$ cat src/hw/data_mem_cfg.svh
`ifndef DATA_MEM_CFG_SVH
`define DATA_MEM_CFG_SVH

// width of the core's address bus
`define DATA_MEM_ADDR_WIDTH 32

// log2 of the memory size in bytes
`define DATA_MEM_SIZE_WIDTH 16

// byte lanes per word row
`define DATA_MEM_LANES 4
`define DATA_MEM_LANE_WIDTH 8

// row address of a single lane
`define DATA_MEM_ROW_WIDTH (`DATA_MEM_SIZE_WIDTH - 2)

`endif

$ cat src/hw/data_mem_pkg.sv
`default_nettype none

`include "data_mem_cfg.svh"

package data_mem_pkg;

    // funct3 as seen by store instructions
    typedef enum logic [2:0] {
        SB = 3'd0,
        SH = 3'd1,
        SW = 3'd2
    } store_op_e;

    // funct3 as seen by load instructions
    typedef enum logic [2:0] {
        LB  = 3'd0,
        LH  = 3'd1,
        LW  = 3'd2,
        LBU = 3'd4,
        LHU = 3'd5
    } load_op_e;

    // one funct3 field, decoded by the store path or the load path
    typedef union packed {
        store_op_e store_op;
        load_op_e  load_op;
    } mem_funct_u;

    // single byte held by one lane
    typedef logic [`DATA_MEM_LANE_WIDTH-1:0] lane_byte_t;

    // word row index inside one lane
    typedef logic [`DATA_MEM_ROW_WIDTH-1:0] lane_row_t;

endpackage

`default_nettype wire

$ cat src/hw/load_align.sv
`default_nettype none

`include "data_mem_cfg.svh"

module load_align (
    input  wire logic                                               clk,
    input  wire logic                                               rst,
    input  wire logic                                               read,
    input  wire logic                                               fault_in,
    input  wire logic [1:0]                                         offset,
    input  wire data_mem_pkg::mem_funct_u                           funct3,
    input  wire data_mem_pkg::lane_byte_t [`DATA_MEM_LANES-1:0]     lane_rdata,
    output      logic [`DATA_MEM_LANES*`DATA_MEM_LANE_WIDTH-1:0]    data_out,
    output      logic                                               fault
);

    localparam int DW = `DATA_MEM_LANES * `DATA_MEM_LANE_WIDTH;
    localparam int LW = `DATA_MEM_LANE_WIDTH;

    logic                                            read_q;
    logic                                            fault_q;
    logic [1:0]                                      offset_q;
    data_mem_pkg::mem_funct_u                        funct3_q;
    data_mem_pkg::lane_byte_t [`DATA_MEM_LANES-1:0]  rot;
    logic [DW-1:0]                                   word;
    logic [DW-1:0]                                   extended;

    // load control lines up with the RAM output
    always_ff @(posedge clk) begin
        if (rst) begin
            read_q   <= 1'b0;
            fault_q  <= 1'b0;
            offset_q <= 2'd0;
            funct3_q <= '0;
        end else begin
            read_q   <= read;
            fault_q  <= fault_in;
            offset_q <= offset;
            funct3_q <= funct3;
        end
    end

    // byte k of the result sits in lane (offset + k) mod 4
    always_comb begin
        for (int k = 0; k < `DATA_MEM_LANES; k++) begin
            rot[k] = lane_rdata[offset_q + 2'(k)];
        end
    end

    assign word = rot;

    // truncate, then sign or zero fill
    always_comb begin
        case (funct3_q.load_op)
            data_mem_pkg::LB:  extended = {{(DW-LW){word[LW-1]}}, word[LW-1:0]};
            data_mem_pkg::LBU: extended = {{(DW-LW){1'b0}}, word[LW-1:0]};
            data_mem_pkg::LH:  extended = {{(DW-2*LW){word[2*LW-1]}}, word[2*LW-1:0]};
            data_mem_pkg::LHU: extended = {{(DW-2*LW){1'b0}}, word[2*LW-1:0]};
            data_mem_pkg::LW:  extended = word;
            default:           extended = '0;
        endcase
    end

    // nothing comes back without a clean read
    assign data_out = (read_q && !fault_q) ? extended : '0;
    assign fault    = fault_q;

endmodule

`default_nettype wire

$ cat config.mk
export PLATFORM = sky130hd
export DESIGN_NAME = load_align
export DESIGN_NICKNAME = d
export VERILOG_FILES = /design/src/hw/data_mem_pkg.sv /design/src/hw/load_align.sv
export VERILOG_INCLUDE_DIRS = /design/src /design/src/hw
export SDC_FILE = /design/constraint.sdc
export NUM_CORES = 1
export LEC_CHECK = 0
export BUFFER_PORTS_ARGS = -buffer_cell sky130_fd_sc_hd__buf_2
export CORE_MARGIN = 3
export CORE_UTILIZATION = 39
export CTS_BUF_LIST = sky130_fd_sc_hd__clkbuf_4
export DETAILED_ROUTE_END_ITERATION = 6
export GPL_TIMING_DRIVEN = 0
export PLACE_DENSITY = 0.71
export SYNTH_ARGS = -nofsm -noshare
export SYNTH_HDL_FRONTEND = slang
export SYNTH_SLANG_ARGS = --single-unit
$ cat constraint.sdc
create_clock -name clk -period 2.6 [get_ports clk]
set_clock_uncertainty 0.15 [all_clocks]
set_input_delay 0.65 -clock clk [delete_from_list [all_inputs] [get_ports clk]]
set_output_delay 0.65 -clock clk [all_outputs]
set_load 0.02 [all_outputs]
Word-level counts from Yosys, hierarchy flattened
Index checks and enable logic that the tools add are counted.
Storage, ports and cells
  flip-flop bits (word level): 7
  latch bits: 0
  bits in writable memories: 0
  memory bits (read-only): 0
  bits of input ports: 41
  output and inout port bits: 33
  word-level logic and storage cells: 28
  memories kept: 0
Operators by class
  add/subtract/negate cells: 3
  $mul: 0
  div/mod/pow operators: 0
  order comparisons: 4
  eq/ne operators: 4
  shift-type cells: 0
  multiplexer cells: 10
  bitwise gates (word level): 0
  reduce and logical (&&, ||, !) cells: 3
Operators by type and width (number)
  one-hot mux 32 bit (5 select lines): 1
  binary-select mux 8 bit (select 2 bit): 4
  two-way mux 32 bit: 1
  two-way mux 8 bit: 4
  less-than comparator 2 x 3 -> 1 bit (second input constant): 4
  equality test 3 bit (second input constant): 2
  adder 2 bit (second input constant): 2
  equality test 3 x 1 -> 1 bit (second input constant): 1
  equality test 3 x 2 -> 1 bit (second input constant): 1
  logical NOT 3 bit: 1
  adder 2 x 1 -> 2 bit (second input constant): 1
  logical AND 1 bit: 1
  logical NOT 1 bit: 1

Depth between registers and ports, before layout
Gate-level depths: netlist (run 1).
  depth in word-level cells: 5
  mapped depth: 6
  depth with buffers taken out: 3

Least setup slack after synthesis (run 1)
No wires, ideal clock.
  path type: input port to output port
  start: input port lane_rdata[31] (netlist bit)
  end: output port data_out[16]
  arrival time: 1498 ps
  required time: 1800 ps
  slack: 302 ps
  stages: 3
  path buffers: 0
  path through: mux2_4 -> o221ai_4 -> o21ai_0
Between the ends
  longest elaborated chain between the ends: 4
  elaborated cells on any way between the ends: 6
Ends and longest elaborated chain
  start: declaration: line load_align.sv:12  | input wire data_mem_pkg::lane_byte_t [`DATA_MEM_LANES-1:0] lane_rdata,
  binary-select mux 8 bit (select 2 bit): line load_align.sv:46  | rot[k] = lane_rdata[offset_q + 2'(k)];
  two-way mux 8 bit (implied by the code): line load_align.sv:46
  one-hot mux 32 bit (5 select lines) *: line load_align.sv:54  | case (funct3_q.load_op)
  two-way mux 32 bit *: line load_align.sv:65  | assign data_out = (read_q && !fault_q) ? extended : '0;
  end: declaration: line load_align.sv:13  | output logic [`DATA_MEM_LANES*`DATA_MEM_LANE_WIDTH-1:0] data_out,
Mark *: on every way between the ends. The rest lies on a longest branch, timed or not. The select of a mux whose other input is x is not followed.

Final worst setup path (run 1)
  start: input port lane_rdata[31] (netlist bit)
  end: output port data_out[27]
Same word-level chain as after synthesis.

==> flow_summary.ini, run 1 <==
[timing]
hold_viol_final = 0
grt_setup_unrepaired = yes
worstMarginPinSlew_ns = 0.473
drv_slew = 0
period_share = 0.994
finalSetupViolCount = 0
max_slew_margin = 0.684
min_period_ns = 2.59
timing.fmax_ghz = 0.387

[clocking]
hold_buffers = 0
clockBufferDepth = 2
clkSlewWorstSetupHoldPaths_ns = 0.05
cts_tree = built
clkSinkCount = 7
cts-root-buf = clkbuf_4
cts.htree.levels = 1
cts_made_buffers = 3

[routing]
vias = 1570
wl_met1_um = 1950
route.met3.wl_um = 388
top_layer = met4
met2_length_um = 2450
drc_errors = 0
dr.pass1.iters = 4
drtAntennaViolNets = 0
wl_per_cell_um = 17.7
drt_iter0_drc = 181
via_per_inst = 5.77
wl_um = 4830

[floorplanning]
dieArea_sq_um = 5140
initial_core_util = 0.412
pin_count = 74
coreArea_sq_um = 4090
die_w_um = 71.7
fp-row-count = 23
die_y_um = 71.7

[pwr]
power.leakage_nw = 1.00
peakVddDrop_mv = 0.255
power_density_nw_per_um2 = 255
finalPower_mw = 0.590

[yosys]
ys_ff_latch = 7
synthesis.area_sq_um = 1680
ys_top_cells_by_area = mux4_2, mux4_1, dfxtp_1
synth_fp_nets = 176
postSynthCellCount = 135
ys_seq_area_frac = 0.0833
ys_warn_count = 0
synth_cell_types = 30
avgSynthCellArea_sq_um = 12.5
yosysTopAreaCellShare = 0.294
synth_top_area_cell = mux4_2

[placed_design]
portBuffers = 73
place_inst = 258
gp_congestion = 0.767
dp_hpwl_um = 3560

[hold_path]
worstHoldStart = offset[0]
hold-path-cell-count = 2
hold_end = offset_q[0]
hp-class = in -> reg

[cells_and_area]
n_fill_cell = 357
layoutNonFillerInstCount = 272
nets = 264
area_growth_pct = 37.6
final_core_util = 0.567
diodes = 0
drive_gt1_frac = 0.725

[global_route]
grt_max_degree = 11
grt_overflow_total = 0
grt_usage = 0.187
antenna_found_initial = 0
grt_pass1_wl_um = 7650
first_global_vias = 1545

[worst_setup_path]
worstPathMaxFanout = 8
worstSetupPathType = in -> out
worstSetupStartpointType = input port
worstPathArrival_ns = 1.79
critPathCaptureType = output pin
cp.required_ns = 1.80

[run_status]
status = finished clean

[flow_run]
max_cap_viol_count = 0
[cells by family (layout without fill, tap and decap cells)]
kind of cell           Yosys count  in the layout  share of synthesized area
AND/OR/NAND/NOR                 41             41                      0.187
multiplexers                    36             36                      0.484
AO/OA/AOI/OAI                   28             28                      0.132
buffers and inverters           23            110                      0.114
flip-flops                       7              7                     0.0833
[how the worst max path moves through the flow]
stage              startpoint           end  slack (ns)  depth (start not counted)
4_1_cts           funct3_q[2]  data_out[24]      -0.001                          5
2_1_floorplan  lane_rdata[31]  data_out[16]        0.30                          3
3_5_place_dp   lane_rdata[15]  data_out[24]       -0.01                          6
6_report       lane_rdata[31]  data_out[27]        0.01                          7
5_1_grt           funct3_q[2]  data_out[27]       -0.02                          6
3_3_place_gp   lane_rdata[15]  data_out[23]      -0.007                          6
[cell type report]
type / count / area, sq um / area share
well taps: 50 / 62.6 / 0.0270
multi-input cells: 105 / 1370 / 0.590
repair buffers: 83 / 493 / 0.213
clock buffers: 4 / 30.0 / 0.0130
inverters: 9 / 33.8 / 0.0146
flip-flops and latches: 7 / 144 / 0.0621
plain buffers: 14 / 185 / 0.0800
[worst max-delay path, stage by stage]
cell and delay [ns]:
buf_2 0.13, mux2_4 0.29, o221ai_4 0.20, buf_12 0.16
clkbuf_16 0.14, o21ai_2 0.06, buf_2 0.15
[cell usage after synthesis (all sizes together)]
library cell,count
nand2b,1
clkbuf,1
dfxtp,7
inv,9
o22ai,1
mux2,4
mux4,32
nor2,2
buf,13
o21ai,25
nor4b,2
nor2b,14
or2b,1
nand3b,1
nor3b,1
nand2,1
o221ai,1
or2,1
a22oi,1
nand3,17
[routing by layer]
metal / GRT usage / vias to the layer above
li1: - / 726
met1: 0.258 / 763
met2: 0.299 / 77
met3: 0.0407 / 4
met4: 0.0438 / 0
met5: 0 / -
[stage by stage]
step | TNS, ns | setup WS [ns] | hold WS (ns) | instance area (sq um)
2_1_floorplan | 0 | 0.302 | 0.572 | 1680
3_3_place_gp | -0.0189 | -0.00669 | 0.709 | 2110
3_5_place_dp | -0.0611 | -0.0141 | 0.715 | 2110
4_1_cts | -0.00112 | -0.00112 | 0.456 | 2180
5_1_grt | -0.0603 | -0.0181 | 0.447 | 2320
6_report | 0 | 0.0143 | 0.461 | 2320
[power by group]
group,switching (mW),internal (mW)
Clock,0.0350,0.0686
Combinational,0.175,0.191
Sequential,0.00654,0.114
Total,0.216,0.373
[registers in the layout, indices dropped and copies added, names as in the netlist]
| name | flops |
|---|---|
| read_q | 1 |
| fault | 1 |
| offset_q | 2 |
| funct3_q | 3 |
[layout by cell type (no fill, tap or decap)]
cell / instances
nand2_1: 1
mux4_2: 25
nand3_1: 6
or2_2: 1
clkbuf_16: 1
buf_6: 6
buf_12: 5
o21ai_0: 3
a22oi_2: 1
nor2b_1: 14
nand3_2: 10
buf_8: 4
dfxtp_1: 4
mux4_1: 7
nand3_4: 1
mux2_1: 1
nand2b_2: 1
nand3b_1: 1
o21ai_2: 10
buf_2: 73
nor4b_4: 2
clkbuf_4: 4
o221ai_4: 1
inv_1: 9
dfxtp_2: 3
mux2_4: 3
o22ai_4: 1
nor2_1: 2
or2b_1: 1
buf_4: 8
o21ai_1: 12
nor3b_4: 1
[repair_timing]
| item | CTS | global route |
|---|---|---|
| buffers inserted | 3 | 4 |
| gates resized for setup | 3 | 19 |
| gates cloned | 1 | 2 |
| pin swaps | 2 | 4 |
| setup endpoints to repair | 18 | 30 |
(Power assumes the default switching activity.)
==> run 2: changes to the inputs <==
--- a/config.mk
+++ b/config.mk
@@ -7,12 +7,13 @@
 export NUM_CORES = 1
 export LEC_CHECK = 0
 export BUFFER_PORTS_ARGS = -buffer_cell sky130_fd_sc_hd__buf_2
+export CORE_ASPECT_RATIO = 2
 export CORE_MARGIN = 3
 export CORE_UTILIZATION = 39
 export CTS_BUF_LIST = sky130_fd_sc_hd__clkbuf_4
 export DETAILED_ROUTE_END_ITERATION = 6
 export GPL_TIMING_DRIVEN = 0
-export PLACE_DENSITY = 0.71
+export PLACE_DENSITY = 0.68
 export SYNTH_ARGS = -nofsm -noshare
 export SYNTH_HDL_FRONTEND = slang
 export SYNTH_SLANG_ARGS = --single-unit
==> run 2 against run 1 <==
  * Non-clock buffer count down 5
  * Final area down 4.1%
  * Setup slack better by 0.035 ns
  * Via count down 2.5%
  * Worst hold slack worse by 0.0049 ns
  * Flip-flop and latch count unchanged
  * Power down 2.5%
  * Critical path type unchanged
  * Largest cell class unchanged
==> flow_summary.ini, run 2 (synthesized netlist as in run 1, its figures left out) <==
[placed_design]
place_inst = 260
dp_hpwl_um = 3670
portBuffers = 73
gp_congestion = 0.785
pre_cts_slack_ns = 0.00906

[timing]
setup_tns_ns = 0
worstMarginPinSlew_ns = 0.461
timing.fmax_ghz = 0.392
max_slew_margin = 0.693
hold_viol_final = 0
worst_slack_ns = 0.0490
fin_hold_ws_ns = 0.457
min_period_ns = 2.55
drv_slew = 0
finalSetupViolCount = 0
grt_setup_unrepaired = yes
period_share = 0.981

[cells_and_area]
area_growth_pct = 32.0
layoutNonFillerInstCount = 269
top_register = funct3_q
drive_gt1_frac = 0.714
nets = 259
largest_register_ffs = 3
top_regs = funct3_q (3), offset_q (2)
final_core_util = 0.538
layout_commonest_cell = buf_2
mostFrequentLayoutCells = buf_2, mux4_2, nor2b_1
diodes = 0

[worst_setup_path]
cp.required_ns = 1.80
worstPathArrival_ns = 1.75
worstSetupStartpointType = input port
slowest_delay_ns = 0.53
worstPathMaxFanout = 8
crit_path_frequent_cell = buf_2
critical_path_buf_inv_count = 2
critPathTopFamily = multiplexers
worstSetupPathType = in -> out
critPathCaptureType = output pin
critPathSlowestCell = mux4_2
crit_path_cell_trace = buf_2 > mux4_2 > nand3_4 > o21ai_1 > buf_2

[routing]
drc_errors = 0
drtAntennaViolNets = 0
wl_um = 4560
dr.pass1.iters = 4
vias = 1531
wl_per_cell_um = 17.0
drt_iter0_drc = 34
via_per_inst = 5.69

[clocking]
hold_buffers = 0
clockBufferDepth = 2
cts_made_buffers = 3
clkSlewWorstSetupHoldPaths_ns = 0.05
clkSinkCount = 7
cts-root-buf = clkbuf_4
cts.htree.levels = 1
cts_tree = built

[hold_path]
hp-class = in -> reg

[global_route]
grt_overflow_total = 0
top_usage_layer = met2
grt_max_degree = 11
met1_usage = 0.186
met3_usage = 0.00908
first_global_vias = 1518
met2_usage = 0.335
antenna_found_initial = 0
grt_pass1_wl_um = 7150
grt_usage = 0.175

[pwr]
peakVddDrop_mv = 0.252
p_switching_mw = 0.214
p_int_mw = 0.361
power_density_nw_per_um2 = 259
pwr-share-seq = 0.207
p_comb_frac = 0.604
clockPowerShare = 0.189
power.leakage_nw = 0.955
swShare = 0.373

[floorplanning]
initial_core_util = 0.408
die_w_um = 52.5
die_y_um = 98.9
fp-row-count = 33
pin_count = 74
coreArea_sq_um = 4130
dieArea_sq_um = 5190

[flow_run]
max_cap_viol_count = 0

[run_status]
status = finished clean
## run 2: cell count changes in the layout (fill, tap and decap cells not counted), sizes merged
cell / before / now
buf: 96 / 91
## run 2: per-layer routing
metal | share of wire | vias to the layer above
met5 | 0 | -
met4 | 0.025 | 0
met3 | 0.046 | 10
met2 | 0.61 | 60
met1 | 0.32 | 751
li1 | - | 710
## run 2: repair_timing
| item | CTS | global route |
|---|---|---|
| setup buffers | 3 | 0 |
| resized for setup | 1 | 14 |
| pin swaps | 1 | 1 |
| setup endpoints to repair | 18 | 25 |
| cloned | 0 | 2 |
## run 2: layout make-up
| type | instances | area (sq um) |
|---|---|---|
| Inverter | 9 | 33.8 |
| Sequential cell | 7 | 141 |
| Multi-Input combinational cell | 105 | 1350 |
| Buffer | 14 | 181 |
| Tap cell | 52 | 65.1 |
| Timing Repair Buffer | 78 | 420 |
| Fill cell | 392 | 1910 |
| Clock buffer | 4 | 30.0 |
## run 2: final timing paths
path	from	end	depth (start not counted)
worst max-delay path	lane_rdata[31]	data_out[11]	5
worst min-delay path	offset[1]	offset_q[1]	2
## run 2: per-stage QoR
stage               total power [mW]  instance area [sq um]
floorplan                      0.352                   1680
global placement               0.447                   2110
detailed placement             0.451                   2110
CTS                            0.566                   2170
global route                   0.613                   2220
finish                         0.575                   2220
## run 2: power by group through the flow
stage	clock [mW]	combinational [mW]	sequential [mW]
6_report	0.108	0.347	0.119
5_1_grt	0.122	0.371	0.120
4_1_cts	0.113	0.335	0.118
3_5_place_dp	0	0.331	0.121
3_3_place_gp	0	0.326	0.120
2_1_floorplan	0	0.231	0.121
==> run 3: changes to the inputs <==
--- a/config.mk
+++ b/config.mk
@@ -6,14 +6,13 @@
 export SDC_FILE = /design/constraint.sdc
 export NUM_CORES = 1
 export LEC_CHECK = 0
-export BUFFER_PORTS_ARGS = -buffer_cell sky130_fd_sc_hd__buf_2
 export CORE_ASPECT_RATIO = 2
 export CORE_MARGIN = 3
 export CORE_UTILIZATION = 39
 export CTS_BUF_LIST = sky130_fd_sc_hd__clkbuf_4
 export DETAILED_ROUTE_END_ITERATION = 6
+export DONT_BUFFER_PORTS = 1
 export GPL_TIMING_DRIVEN = 0
-export PLACE_DENSITY = 0.68
 export SYNTH_ARGS = -nofsm -noshare
 export SYNTH_HDL_FRONTEND = slang
 export SYNTH_SLANG_ARGS = --single-unit
==> run 3 against run 2 <==
  * Power decreased by 13%
  * Die area stayed put
  * Final area shrank 17%
  * Critical endpoint is now data_out[21]
  * Largest power group unchanged
  * Highest routed layer unchanged
==> flow_summary.ini, run 3 (synthesized netlist as in run 1, its figures left out) <==
[global_route]
top_usage_layer = met2
grt_overflow_total = 0
met2_usage = 0.324
met1_usage = 0.175
grt_usage = 0.170
grt_max_degree = 11
antenna_found_initial = 0
met3_usage = 0.0318
grt_pass1_wl_um = 6870
first_global_vias = 1364

[placed_design]
dp_hpwl_um = 3530
portBuffers = 0
gp_congestion = 0.832

[timing]
worstMarginPinSlew_ns = 0.495
grt_setup_unrepaired = yes
min_period_ns = 2.52
drv_slew = 0
setup_tns_ns = 0
hold_viol_final = 0
period_share = 0.969
timing.fmax_ghz = 0.397
finalSetupViolCount = 0
max_slew_margin = 0.668

[worst_setup_path]
cp.required_ns = 1.80
critPathSlowestCell = mux2_4
worstPathArrival_ns = 1.72
crit_path_cell_trace = buf_6 > mux2_4 > o22ai_4 > clkbuf_8 > o21ai_2
worstPathMaxFanout = 10
worstSetupStartpointType = register
slowest_delay_ns = 0.33
critPathCaptureType = output pin
worstSetupPathType = reg -> out

[clocking]
clkSlewWorstSetupHoldPaths_ns = 0.05
cts-root-buf = clkbuf_4
hold_buffers = 0
clockBufferDepth = 2
cts.htree.levels = 1
cts_made_buffers = 3
cts_tree = built
clkSinkCount = 7

[floorplanning]
initial_core_util = 0.408
coreArea_sq_um = 4130
die_y_um = 98.9
fp-row-count = 33
pin_count = 74
die_w_um = 52.5
dieArea_sq_um = 5190

[cells_and_area]
layout_commonest_cell = mux4_2
seq_area_sq_um = 140
nets = 183
drive_gt1_frac = 0.582
top_register = funct3_q
top_regs = funct3_q (3), offset_q (2)
mostFrequentLayoutCells = mux4_2, o21ai_2, nor2b_1
n_fill_cell = 397
diodes = 0
multi_input_area_sq_um = 1400
final_core_util = 0.448
area_growth_pct = 10.0
largest_register_ffs = 3

[routing]
via_per_inst = 6.83
wl_um = 4370
drt_iter0_drc = 60
wl_per_cell_um = 22.7
drtAntennaViolNets = 0
vias = 1319
dr.pass1.iters = 4
drc_errors = 0

[pwr]
finalPower_mw = 0.497
power.leakage_nw = 0.632
power_density_nw_per_um2 = 269
peakVddDrop_mv = 0.259

[flow_run]
max_cap_viol_count = 0

[run_status]
status = finished clean

[hold_path]
hp-class = in -> reg
run 3: worst paths after layout:
kind                       end         from  cells past startpoint
setup / recovery  data_out[21]  funct3_q[0]                      5
hold / removal     offset_q[1]          rst                      1
run 3: critical path: cells and delay by family, from the launching register on:
family	cells	cell delay, ns
buffers and inverters	2	0.41
AO/OA/AOI/OAI	2	0.40
flip-flops	1	0.32
multiplexers	1	0.33
run 3: through the flow:
stage	setup slack (ns)	area [sq um]	hold WS [ns]	cells
after CTS	0.0358	1840	0.306	193
after global placement	0.165	1750	0.573	187
final	0.0802	1850	0.317	193
after floorplan	0.302	1680	0.572	135
after detailed placement	0.145	1750	0.574	187
after global routing	-0.0353	1850	0.300	193
run 3: routing by layer:
metal / share of wire / vias up / wire, um
met5: 0 / - / 0
met4: 0.023 / 0 / 102
met3: 0.084 / 19 / 369
met2: 0.58 / 92 / 2540
met1: 0.31 / 644 / 1360
li1: - / 564 / -
run 3: where the power goes:
group / internal, mW / total (mW) / switching [mW]
clock: 0.0687 / 0.105 / 0.0359
combinational: 0.135 / 0.272 / 0.137
sequential: 0.113 / 0.121 / 0.00710
total: 0.318 / 0.497 / 0.180
run 3: area by class of cell:
cell class                      instances  share of cell area
Clock buffer                            4              0.0162
Tap cell                               52              0.0351
Buffer                                 14              0.0865
Sequential cell                         7              0.0757
Multi-Input combinational cell        105               0.753
Timing Repair Buffer                    2              0.0149
Inverter                                9              0.0182
run 3: repair_timing:
item,in CTS,in global routing
endpoints found under the setup margin,10,21
setup buffers,2,0
pin swaps,2,1
gates resized for setup,10,3
