<file path="config.mk">
export PLATFORM = sky130hd
export DESIGN_NAME = store_lane_decode
export DESIGN_NICKNAME = d
export VERILOG_FILES = /design/src/hw/data_mem_pkg.sv /design/src/hw/store_lane_decode.sv
export VERILOG_INCLUDE_DIRS = /design/src /design/src/hw
export SDC_FILE = /design/constraint.sdc
export NUM_CORES = 1
export LEC_CHECK = 0
export BUFFER_PORTS_ARGS = -buffer_cell sky130_fd_sc_hd__clkbuf_2
export CELL_PAD_IN_SITES_DETAIL_PLACEMENT = 0
export CELL_PAD_IN_SITES_GLOBAL_PLACEMENT = 1
export CORE_MARGIN = 8
export CORE_UTILIZATION = 30
export DETAILED_ROUTE_END_ITERATION = 8
export GPL_TIMING_DRIVEN = 0
export PLACE_DENSITY_LB_ADDON = 0.1
export SLEW_MARGIN = 20
export SYNTH_ARGS = -nofsm -noshare
export SYNTH_HDL_FRONTEND = slang
export SYNTH_SLANG_ARGS = --single-unit
</file>
<file path="constraint.sdc">
create_clock -name vclk -period 3.5
set_input_delay 0 -clock vclk [all_inputs]
set_output_delay 0 -clock vclk [all_outputs]
set_load 0.01 [all_outputs]
</file>
<file path="src/hw/data_mem_cfg.svh">
`ifndef DATA_MEM_CFG_SVH
`define DATA_MEM_CFG_SVH

// width of the core's address bus
`define DATA_MEM_ADDR_WIDTH 32

// log2 of the memory size in bytes
`define DATA_MEM_SIZE_WIDTH 16

// byte lanes per word row
`define DATA_MEM_LANES 4
`define DATA_MEM_LANE_WIDTH 8

// row address of a single lane
`define DATA_MEM_ROW_WIDTH (`DATA_MEM_SIZE_WIDTH - 2)

`endif

</file>
<file path="src/hw/data_mem_pkg.sv">
`default_nettype none

`include "data_mem_cfg.svh"

package data_mem_pkg;

    // funct3 as seen by store instructions
    typedef enum logic [2:0] {
        SB = 3'd0,
        SH = 3'd1,
        SW = 3'd2
    } store_op_e;

    // funct3 as seen by load instructions
    typedef enum logic [2:0] {
        LB  = 3'd0,
        LH  = 3'd1,
        LW  = 3'd2,
        LBU = 3'd4,
        LHU = 3'd5
    } load_op_e;

    // one funct3 field, decoded by the store path or the load path
    typedef union packed {
        store_op_e store_op;
        load_op_e  load_op;
    } mem_funct_u;

    // single byte held by one lane
    typedef logic [`DATA_MEM_LANE_WIDTH-1:0] lane_byte_t;

    // word row index inside one lane
    typedef logic [`DATA_MEM_ROW_WIDTH-1:0] lane_row_t;

endpackage

`default_nettype wire

</file>
<file path="src/hw/store_lane_decode.sv">
`default_nettype none

`include "data_mem_cfg.svh"

module store_lane_decode (
    input  wire logic [`DATA_MEM_ADDR_WIDTH-1:0]                     address,
    input  wire logic [`DATA_MEM_LANES*`DATA_MEM_LANE_WIDTH-1:0]     data_in,
    input  wire logic                                                write,
    input  wire logic                                                read,
    input  wire data_mem_pkg::mem_funct_u                            funct3,
    output      data_mem_pkg::lane_byte_t [`DATA_MEM_LANES-1:0]      lane_data,
    output      data_mem_pkg::lane_row_t  [`DATA_MEM_LANES-1:0]      lane_row,
    output      logic [`DATA_MEM_LANES-1:0]                          lane_write,
    output      logic                                                fault
);

    localparam int AW = `DATA_MEM_ADDR_WIDTH;
    localparam int LW = `DATA_MEM_LANE_WIDTH;

    // one past the last valid byte address
    localparam logic [AW-1:0] MEM_BYTES = AW'(1) << `DATA_MEM_SIZE_WIDTH;

    logic [AW-1:0]               access_size;
    logic [2:0]                  store_bytes;
    logic [1:0]                  offset;
    data_mem_pkg::lane_row_t     base_row;

    assign offset   = address[1:0];
    assign base_row = address[`DATA_MEM_SIZE_WIDTH-1:2];

    // access size, store view when writing and load view when reading
    always_comb begin
        access_size = AW'(1);
        if (write) begin
            case (funct3.store_op)
                data_mem_pkg::SW: access_size = AW'(4);
                data_mem_pkg::SH: access_size = AW'(2);
                default:          access_size = AW'(1);
            endcase
        end else if (read) begin
            case (funct3.load_op)
                data_mem_pkg::LW:  access_size = AW'(4);
                data_mem_pkg::LH,
                data_mem_pkg::LHU: access_size = AW'(2);
                default:           access_size = AW'(1);
            endcase
        end
    end

    // last byte of the access must stay inside the memory
    assign fault = (read || write) && (address > MEM_BYTES - access_size);

    // bytes actually stored, none for unknown codes
    always_comb begin
        case (funct3.store_op)
            data_mem_pkg::SB: store_bytes = 3'd1;
            data_mem_pkg::SH: store_bytes = 3'd2;
            data_mem_pkg::SW: store_bytes = 3'd4;
            default:          store_bytes = 3'd0;
        endcase
    end

    // steer byte k to lane (offset + k) mod 4
    always_comb begin
        logic [2:0] pos;
        logic [1:0] lane;

        lane_data  = '0;
        lane_row   = '0;
        lane_write = '0;
        for (int k = 0; k < `DATA_MEM_LANES; k++) begin
            pos  = {1'b0, offset} + 3'(k);
            lane = pos[1:0];
            lane_data[lane] = data_in[k*LW +: LW];
            // wrapped store bytes land in the next row
            // loads stay on the current row for every lane
            lane_row[lane] = base_row + data_mem_pkg::lane_row_t'(write && pos[2]);
            lane_write[lane] = write && !fault && (3'(k) < store_bytes);
        end
    end

endmodule

`default_nettype wire

</file>
Word-level counts from Yosys, hierarchy flattened
Cells that the tools add are included.
{"block": "word_totals", "regBits": 0, "output_inout_bits": 93, "wordCells": 81, "in_bits": 69}
{"block": "op_classes", "eq_ne": 3, "addsub": 7, "muxes": 38, "n_reduce_logical": 17, "bitwise": 3, "order_cmp": 13}
{"op": "bitwise mux 56 bit", "count": 3}
{"op": "demux 14 bit (select 2 bit)", "count": 4}
{"op": "bitwise mux 32 bit", "count": 3}
{"op": "demux 8 bit (select 2 bit)", "count": 4}
{"op": "bitwise AND 56 bit", "count": 1}
{"op": "2-to-1 mux 14 bit", "count": 4}
{"op": "adder 14 x 1 -> 14 bit", "count": 3}
{"op": "bitwise AND 32 bit", "count": 1}
{"op": "> comparator 32 bit", "count": 1}
{"op": "2-to-1 mux 32 bit", "count": 1}
{"op": "2-to-1 mux 8 bit", "count": 4}
{"op": "subtractor 17 x 32 -> 32 bit, first input constant", "count": 1}
{"op": "logical AND 1 bit", "count": 13}
{"op": "bitwise mux 4 bit", "count": 3}
{"op": "< comparator 2 x 3 -> 1 bit, second input constant", "count": 4}
{"op": "case mux 3 bit (2 select lines)", "count": 2}
{"op": "case mux 3 bit (3 select lines)", "count": 1}
{"op": "demux 1 bit (select 2 bit)", "count": 4}
{"op": ">= comparator 2 x 1 -> 1 bit, second input constant", "count": 4}
{"op": "adder 2 x 2 -> 3 bit, second input constant", "count": 2}
{"op": "< comparator 1 x 3 -> 1 bit, first input constant", "count": 2}
{"op": "< comparator 2 x 3 -> 1 bit, first input constant", "count": 2}
{"op": "bitwise AND 4 bit", "count": 1}
{"op": "2-to-1 mux 1 bit", "count": 4}
{"op": "other kinds (9)", "count": 9}

Longest topological paths before layout
Gate-level depths: netlist (run 1).
{"block": "logic_depth", "depth_word": 15, "mapped_depth": 13}

Worst setup path before layout (run 1)
Ideal clock, no wire load.
{"block": "synth_path", "path_type": "input port to output port", "start": "in funct3[0] (netlist name)", "end": "out lane_write[0]", "path_buffers": 0, "arrival_ps": 2131, "setup_slack_ps": 1369, "required_time_ps": 3500, "cell_stages": 9, "cell_sequence": "nand2b_1 or3_1 ha_1 ha_1 nand4_1 or4_1 o21ai_2 a21oi_2 nor2_1"}
{"block": "synth_between", "elab_chain_len": 15, "word_cells_on_any_way": 27}
{"element": "from (decl)", "line_no": "store_lane_decode.sv:10", "text": "input wire data_mem_pkg::mem_funct_u funct3,"}
{"element": "== test 3 x 1 -> 1 bit / == test 3 bit (equally long branches)", "line_no": "store_lane_decode.sv:35, store_lane_decode.sv:41"}
{"element": "OR reduction 2 bit", "line_no": "store_lane_decode.sv:41", "text": "case (funct3.load_op)"}
{"element": "case mux 3 bit (2 select lines)", "line_no": "store_lane_decode.sv:41"}
{"element": "2-to-1 mux 3 bit", "line_no": "store_lane_decode.sv:40", "text": "end else if (read) begin"}
{"element": "2-to-1 mux 32 bit *", "line_no": "store_lane_decode.sv:34", "text": "if (write) begin"}
{"element": "subtractor 17 x 32 -> 32 bit *", "line_no": "store_lane_decode.sv:51", "text": "assign fault = (read || write) && (address > MEM_BYTES - access_size);"}
{"element": "> comparator 32 bit *", "line_no": "store_lane_decode.sv:51"}
{"element": "logical AND 1 bit *", "line_no": "store_lane_decode.sv:51"}
{"element": "via fault", "line_no": "store_lane_decode.sv:14", "text": "output logic fault"}
{"element": "logical NOT 1 bit *", "line_no": "store_lane_decode.sv:78", "text": "lane_write[lane] = write && !fault && (3'(k) < store_bytes);"}
{"element": "logical AND 1 bit *", "line_no": "store_lane_decode.sv:78"}
{"element": "logical AND 1 bit", "line_no": "store_lane_decode.sv:78"}
{"element": "bitwise AND 4 bit (no source line)"}
{"element": "bitwise mux 4 bit (2 in series)", "line_no": "store_lane_decode.sv:78"}
{"element": "bitwise mux 4 bit *", "line_no": "store_lane_decode.sv:78"}
{"element": "to (decl)", "line_no": "store_lane_decode.sv:13", "text": "output logic [`DATA_MEM_LANES-1:0] lane_write,"}
Mark *: on every way through the listed nets, which the timed path passes. The rest lies on a longest branch.

==> metrics.txt, run 1 <==
status=finished clean; Yosys Warn Count=0; HPWL Detailed=8.96 mm; layout sequential cell count=0; critical path's slowest cell=ha_1; Peak Freq=350 MHz; CLK BUF=0; period utilisation layout=81.6%; top post-synthesis cells by count=42 x nor2_1, 40 x mux4_2, 32 x nand2_1, 28 x xor2_1, 22 x ha_1; Worst Hold Class=primary input to output pin; CP Capture Type=output pin; row cnt=35; total core area=0.00906 mm2; Setup Viol. Count Final=0; switching share of power=53.3%; Ports=162; footprint of the multi-input gates=0.00261 mm2; P&R area growth vs syn=34.7%; CP peak stage delay=310 ps; worst hold start=address[14]; total setup buffers inserted after CTS=0; cell mode on critical path=buf_2; Gate power share=100.0%; vias in the first global route=3279; chip height=112 um; largest net degree at the start of global routing=11; Crit path max-delay family=buffers and inverters; port bufs=159; Resized cells post-CTS=0; initial drt markers=117; CP arrival=2860 ps; Worst slew margin=43.9%; register area share after synthesis=0%; fillcell total=972; die area=0.0125 mm2; Inst Count DP=607; Total Wirelength=10.3 mm; Post-Syn Instances=331; startpoint type of the worst setup path=primary input; Max-cap violations=0; total track usage=15.4%; Core Util, Final=41.0%; Crit Path Class=primary input to output pin; final std cells w/o fill=607; RePlAce Congestion=0.825; clock network fraction of total power=0%; Least-Margin Pin Slew=841 ps; crit path cell chain=clkbuf_2, buf_2, buf_2, buf_2, and2_1, ha_1, ha_1, nor2b_1, nor2_1, a21oi_1, nand2_1, nor2_1, xor2_1, clkbuf_2; flip-flop and latch area=0 um2; Hold Buf Count CTS=0; average wire per standard cell=17.0 um; sw power=266 uW; DR DRC count=0; RSZ-0062 raised after global routing=no; Max Slew Vio Count=0; P_int=234 uW; number of inserted diodes=0; Overflow after GRT=0; Avg Cell Area, Syn=8.33 um2; area leader, netlist=mux4_2; DRT Pass-1 Iters=4; total vias in the final route=3231; sequential share of power=0%; most frequent cell after synthesis=nor2_1; DRT antenna net count=0; worst vdd ir=0.0421 mV; Layout Nets=589; power density over the cells=135 mW/mm2; Buf/Inv on CP=5; library cells used by synthesis=46; initial antenna violation count=0; crit path from=address[1]; first-pass GRT wire length=16.4 mm; Die X=112 um; Synth area leaders=mux4_2 33%, ha_1 10%, xor2_1 8.9%; final hold vios=0; vias per cell=5.32; setup TNS=0 ps; Syn Std Cell Area=0.00276 mm2; top cell type's share of synthesized area=32.7%; crit path time final=2860 ps; CP Max Fanout=10; layout cells sized above 1=45.0%; Crit path required time=3500 ps; Leak=1.75 nW; Initial Util=30.4%
[placed cells by master (no fill, tap or decap), types with 2 or more instances in the layout]
cell type,synthesis,layout
a21oi_1,16,16
mux4_2,40,40
nor4_1,3,3
nand2_1,32,32
o22ai_1,2,2
mux2_2,2,2
o21ai_1,4,4
nand3_1,8,8
buf_1,6,6
clkbuf_1,7,7
a41oi_1,2,2
ha_1,22,22
clkbuf_2,0,159
buf_2,14,14
and2_1,3,3
xnor2_1,19,19
nand2b_1,3,3
o21ai_0,9,9
a32oi_1,2,2
inv_2,2,2
nand4_1,7,7
xor2_1,28,28
a31oi_1,6,6
and3_1,10,10
nor3_1,6,6
conb_1,1,7
buf_6,2,2
inv_1,5,5
mux2i_1,3,3
nor2_1,42,42
a221oi_1,4,4
nor2b_1,6,6
[cell type report]
type / count / share of cell area [%]
Buffer: 30 / 4.01
Inverter: 7 / 0.707
Multi-Input combinational cell: 300 / 70.1
Tap cell: 111 / 3.74
Timing Repair Buffer: 159 / 21.4
[cells by family after synthesis]
kind of cell / synth area share, %
mux: 34.6
fa+ha+maj: 9.98
buf+inv: 6.35
compound gates: 12.5
xor+xnor: 15.5
other cells: 0.136
simple gates: 21.0
[power groups by stage]
stage	clock network, mW	registers, mW	logic (mW)
2_1_floorplan	0	0	0.306
3_3_place_gp	0	0	0.499
3_5_place_dp	0	0	0.506
4_1_cts	0	0	0.507
5_1_grt	0	0	0.547
6_report	0	0	0.500
[layer usage]
layer | global-route usage [%] | vias up | wire length (um)
li1 | - | 1572 | -
met1 | 19.1 | 1545 | 4550
met2 | 28.4 | 110 | 5090
met3 | 2.49 | 4 | 629
met4 | 0.547 | 0 | 30
met5 | 0 | - | 0
[metrics by stage]
step / hold slack [ps] / total power [mW] / setup slack, ps / cell area, um2
floorplan: 80.1 / 0.306 / 1370 / 2780
detailed placement: 328 / 0.506 / 617 / 3710
CTS: 328 / 0.507 / 607 / 3710
global route: 340 / 0.547 / 365 / 3710
finish: 321 / 0.500 / 643 / 3710
global placement: 325 / 0.499 / 604 / 3710
[tightest hold or removal path, stage by stage]
cell,delay (ps)
buf_6,130
xor2_1,70
clkbuf_2,120
[path summary, 6_finish.rpt]
| kind | cells past startpoint | slack [ps] | end |
|---|---|---|---|
| hold / removal | 3 | 320 | lane_row[54] |
| setup / recovery | 14 | 640 | lane_row[38] |
No activity file was read; power rests on OpenSTA's default activity.
==> run 2: changes to the inputs <==
ABC_AREA = 1   (was unset)
clock period = 2.7 ns   (was 3.5 ns; I/O delays follow)
==> metrics.txt, run 2 <==
status=finished clean; largest net degree at the start of global routing=11; Die X=123 um; Total Wirelength=18.2 mm; Synth area leaders=o22ai_1 13%, nand2_1 12%, a21oi_1 10%; period utilisation layout=96.7%; CP Capture Point=lane_write[1]; Ports=162; crit path from=funct3[2]; DR DRC count=0; DRT antenna net count=0; layout sequential cell count=0; number of inserted diodes=0; vias per cell=5.56; setup TNS=0 ps; library cells used by synthesis=45; first-pass GRT wire length=27.0 mm; Overflow after GRT=0; initial drt markers=635; RePlAce Congestion=0.946; top cell type's share of synthesized area=12.5%; CP Max Fanout=7; crit path cell chain=buf_6, or4_4, nand2_4, ha_4, ha_4, inv_4, ha_4, nand2_1, inv_1, nand2_1, nand2_1, nand2_1, nand2_1, nand2_1, nand2_1, nand2_1, nand2_2, nand2_4, nand2_1, inv_2, nand2_1, nand4_1, buf_2; Layout Nets=890; Leak=2.35 nW; flip-flop and latch area=0 um2; die area=0.0152 mm2; chip height=123 um; P&R area growth vs syn=35.0%; crit path time final=2610 ps; final hold vios=0; Setup Viol. Count Final=0; most frequent cell after synthesis=nand2_1; power density over the cells=200 mW/mm2; most frequent cells in the layout=152 x clkbuf_2, 105 x nand2_1, 70 x inv_1, 70 x a21oi_1, 69 x o22ai_1; Initial Util=30.4%; startpoint type of the worst setup path=primary input; cell mode on critical path=nand2_1; Max-cap violations=0; total track usage=22.1%; total power draw=929 uW; Least-Margin Pin Slew=993 ps; Crit path required time=2700 ps; Peak Freq=383 MHz; top post-synthesis cells by count=107 x nand2_1, 74 x inv_1, 70 x a21oi_1, 69 x o22ai_1, 61 x o21ai_0; Syn Std Cell Area=0.00345 mm2; total vias in the final route=5225; average wire per standard cell=19.4 um; CP peak stage delay=560 ps; total core area=0.0113 mm2; CP Capture Type=output pin; port bufs=159; layout cells sized above 1=30.9%; row cnt=39; HPWL Detailed=14.1 mm; Hold Buf Count CTS=0; Worst slew margin=33.2%; Max Slew Vio Count=0; worst vdd ir=0.0854 mV; Crit Path Class=primary input to output pin; Post-Syn Instances=627; initial antenna violation count=0; RSZ-0062 raised after global routing=yes; vias in the first global route=5078; critical path's slowest cell=or4_4; area leader, netlist=o22ai_1; DRT Pass-1 Iters=6; CLK BUF=0; most common cell after layout, fill and taps aside=clkbuf_2; Yosys Warn Count=0; CP arrival=2610 ps; register area share after synthesis=0%; Worst Hold Class=primary input to output pin; Avg Cell Area, Syn=5.50 um2
## run 2: cell types whose count changed after synthesis, sizes merged, moves of 7 or more
cell	change
inv	+77
xnor2	-19
and3	-9
o21ai	+59
mux4	-40
a21oi	+56
o22ai	+67
nand2	+81
nand3	+7
clkbuf	+10
## run 2: where the power goes
group / internal [mW] / switching [mW]
sequential: 0 / 0
clock: 0 / 0
combinational: 0.335 / 0.593
total: 0.335 / 0.593
## run 2: cell families (layout without fill, tap and decap cells)
logic type	Yosys count	after routing	share of synthesized area [%]
AO/OA/AOI/OAI	247	247	41.8
AND/OR/NAND/NOR	194	194	26.0
buffers and inverters	130	294	15.5
XOR/XNOR	33	33	8.61
adder cells (fa/ha/maj)	22	22	7.99
other	1	7	0.109
## run 2: worst min-delay path by stage
stage                 from             to  depth (start not counted)
4_1_cts        data_in[31]  lane_data[31]                          4
2_1_floorplan  data_in[28]  lane_data[20]                          2
3_5_place_dp   data_in[31]  lane_data[31]                          4
3_3_place_gp   data_in[31]   lane_data[7]                          4
6_report       data_in[31]  lane_data[23]                          4
5_1_grt        data_in[31]   lane_data[7]                          4
## run 2: stage by stage
step                util [%]  instances  area, um2  hold slack, ps  setup slack [ps]
floorplan                  -        633       3470             123               506
global placement        39.2        935       4440             330             -36.8
detailed placement      39.2        935       4440             332              -106
CTS                     39.4        935       4460             334              5.25
global route            41.1        940       4650             371             -38.1
finish                  41.1        940       4650             332              90.2
## run 2: area by class of cell
cell class | count | area [um2]
Timing Repair Buffer | 164 | 848
Buffer | 43 | 215
Inverter | 87 | 332
Fill cell | 1277 | 6670
Tap cell | 143 | 179
Multi-Input combinational cell | 503 | 3080
## run 2: critical path, delay by kind of cell
family        cells  cell delay, ps
buf+inv           5             430
simple gates     15            1630
fa+ha+maj         3             550
## run 2: repair_timing
action                                  4_1_cts  5_1_grt
endpoints found under the setup margin        4       10
gates resized for setup                       4       44
setup buffers                                 0        5
endpoints found under the hold margin         0        0
pin swaps                                     0       16
## run 2: per-layer routing
| metal | share of wire, % | track usage, % | vias up |
|---|---|---|---|
| met5 | 0 | 0 | - |
| met4 | 1.9 | 4.29 | 0 |
| met3 | 8.2 | 1.46 | 37 |
| met2 | 49 | 38.3 | 286 |
| met1 | 41 | 29.7 | 2379 |
| li1 | - | - | 2523 |
==> run 3: changes to the inputs <==
CORE_UTILIZATION = 29   (was 30)
clock period = 2.3 ns   (was 2.7 ns; I/O delays follow)
==> metrics.txt, run 3 (synthesized netlist as in run 2, its figures left out) <==
status=complete, but fails checks; failing checks=setup timing; CP Capture Type=output pin; final std cells w/o fill=947; DP Area=0.00445 mm2; Max-cap violations=0; initial antenna violation count=0; port bufs=159; most common cell after layout, fill and taps aside=clkbuf_2; DRT Pass-1 Iters=5; layout sequential cell count=0; hold endpoint=lane_data[7]; total vias in the final route=5254; sw power=705 uW; RSZ-0062 raised after global routing=yes; Setup Viol. Count Final=5; Worst slew margin=24.9%; Die X=125 um; period utilisation layout=111%; average wire per standard cell=19.2 um; vias per cell=5.55; total track usage=21.5%; Layout Nets=893; crit path time final=2550 ps; total core area=0.0118 mm2; initial drt markers=404; flip-flop and latch area=0 um2; final hold vios=0; HPWL Detailed=14.0 mm; Overflow after GRT=0; Worst Hold Class=primary input to output pin; number of inserted diodes=0; Max Slew Vio Count=0; Least-Margin Pin Slew=1120 ps; switching share of power=63.3%; total power draw=1.11 mW; Inst Count DP=939; Gate power share=100.0%; P_int=409 uW; DR DRC count=0; worst vdd ir=0.106 mV; fillcell total=1335; design area=0.00481 mm2; first-pass GRT wire length=27.9 mm; row cnt=40; CP Max Fanout=7; Ports=162; layout cells sized above 1=33.1%; Leak=2.39 nW; die area=0.0156 mm2; DRT antenna net count=0; most frequent cells in the layout=150 x clkbuf_2, 100 x nand2_1, 70 x a21oi_1; Crit Path Class=primary input to output pin; power density over the cells=232 mW/mm2; largest net degree at the start of global routing=11; P&R area growth vs syn=39.6%; Crit path required time=2300 ps; CLK BUF=0; vias in the first global route=5225; setup TNS=-1080 ps; chip height=125 um; Peak Freq=392 MHz; setup ws final=-249 ps; startpoint type of the worst setup path=primary input; Initial Util=29.2%; sequential share of power=0%; clock network fraction of total power=0%; Hold Buf Count CTS=0; Core Util, Final=40.7%; Hold Path Depth=4; Total Wirelength=18.2 mm; worst hold start=data_in[31]; CP arrival=2550 ps; RePlAce Congestion=0.920
run 3: power by group through the flow:
stage | Combinational (mW) | Sequential [mW] | Clock [mW]
3_3_place_gp | 1.03 | 0 | 0
5_1_grt | 1.21 | 0 | 0
2_1_floorplan | 0.609 | 0 | 0
3_5_place_dp | 1.04 | 0 | 0
6_report | 1.11 | 0 | 0
4_1_cts | 1.09 | 0 | 0
run 3: worst max path at each step:
stage               from       endpoint  slack (ps)  cells after the start
4_1_cts        funct3[2]  lane_write[3]        -290                     23
3_5_place_dp   funct3[0]  lane_write[3]        -490                     16
6_report       funct3[0]  lane_write[0]        -250                     23
5_1_grt        funct3[0]  lane_write[1]        -380                     23
2_1_floorplan  funct3[0]  lane_write[1]         110                     21
3_3_place_gp   funct3[0]  lane_write[3]        -450                     18
run 3: worst max-delay path: stages:
cell     delay, ps
buf_8          100
or4_4          560
nand2_4         90
ha_4           150
ha_4           200
inv_4           60
ha_4           190
nand2_2         50
inv_2           40
nand2_2         40
nand2_1         50
nand2_1         60
nand2_1         60
nand2_1         60
nand2_1         70
nand2_1         80
nand2_2         70
nand2_4        140
nand3_4         90
nand3_2        120
nand2_1         50
nand2_1        110
buf_6          110
run 3: per-stage QoR:
step	setup WS (ps)	hold slack, ps
6_report	-249	331
5_1_grt	-382	371
4_1_cts	-293	336
3_5_place_dp	-487	334
3_3_place_gp	-454	329
2_1_floorplan	106	123
run 3: layer usage:
layer  wire length [um]  track usage [%]
met1               7660             26.8
met3               1100             1.57
met2               9150             39.4
met4                300             4.73
met5                  0                0
run 3: cell type report:
type               count  area (um2)  share of cell area, %
inverters             87         332                   6.89
multi-input cells    503        3160                   65.7
repair buffers       167         901                   18.7
plain buffers         43         233                   4.84
well taps            147         184                   3.82
run 3: timing repair:
| item | CTS | global route |
|---|---|---|
| pin swaps | 17 | 16 |
| buffers inserted | 6 | 2 |
| gates resized for setup | 47 | 32 |
| endpoints found under the setup margin | 41 | 26 |
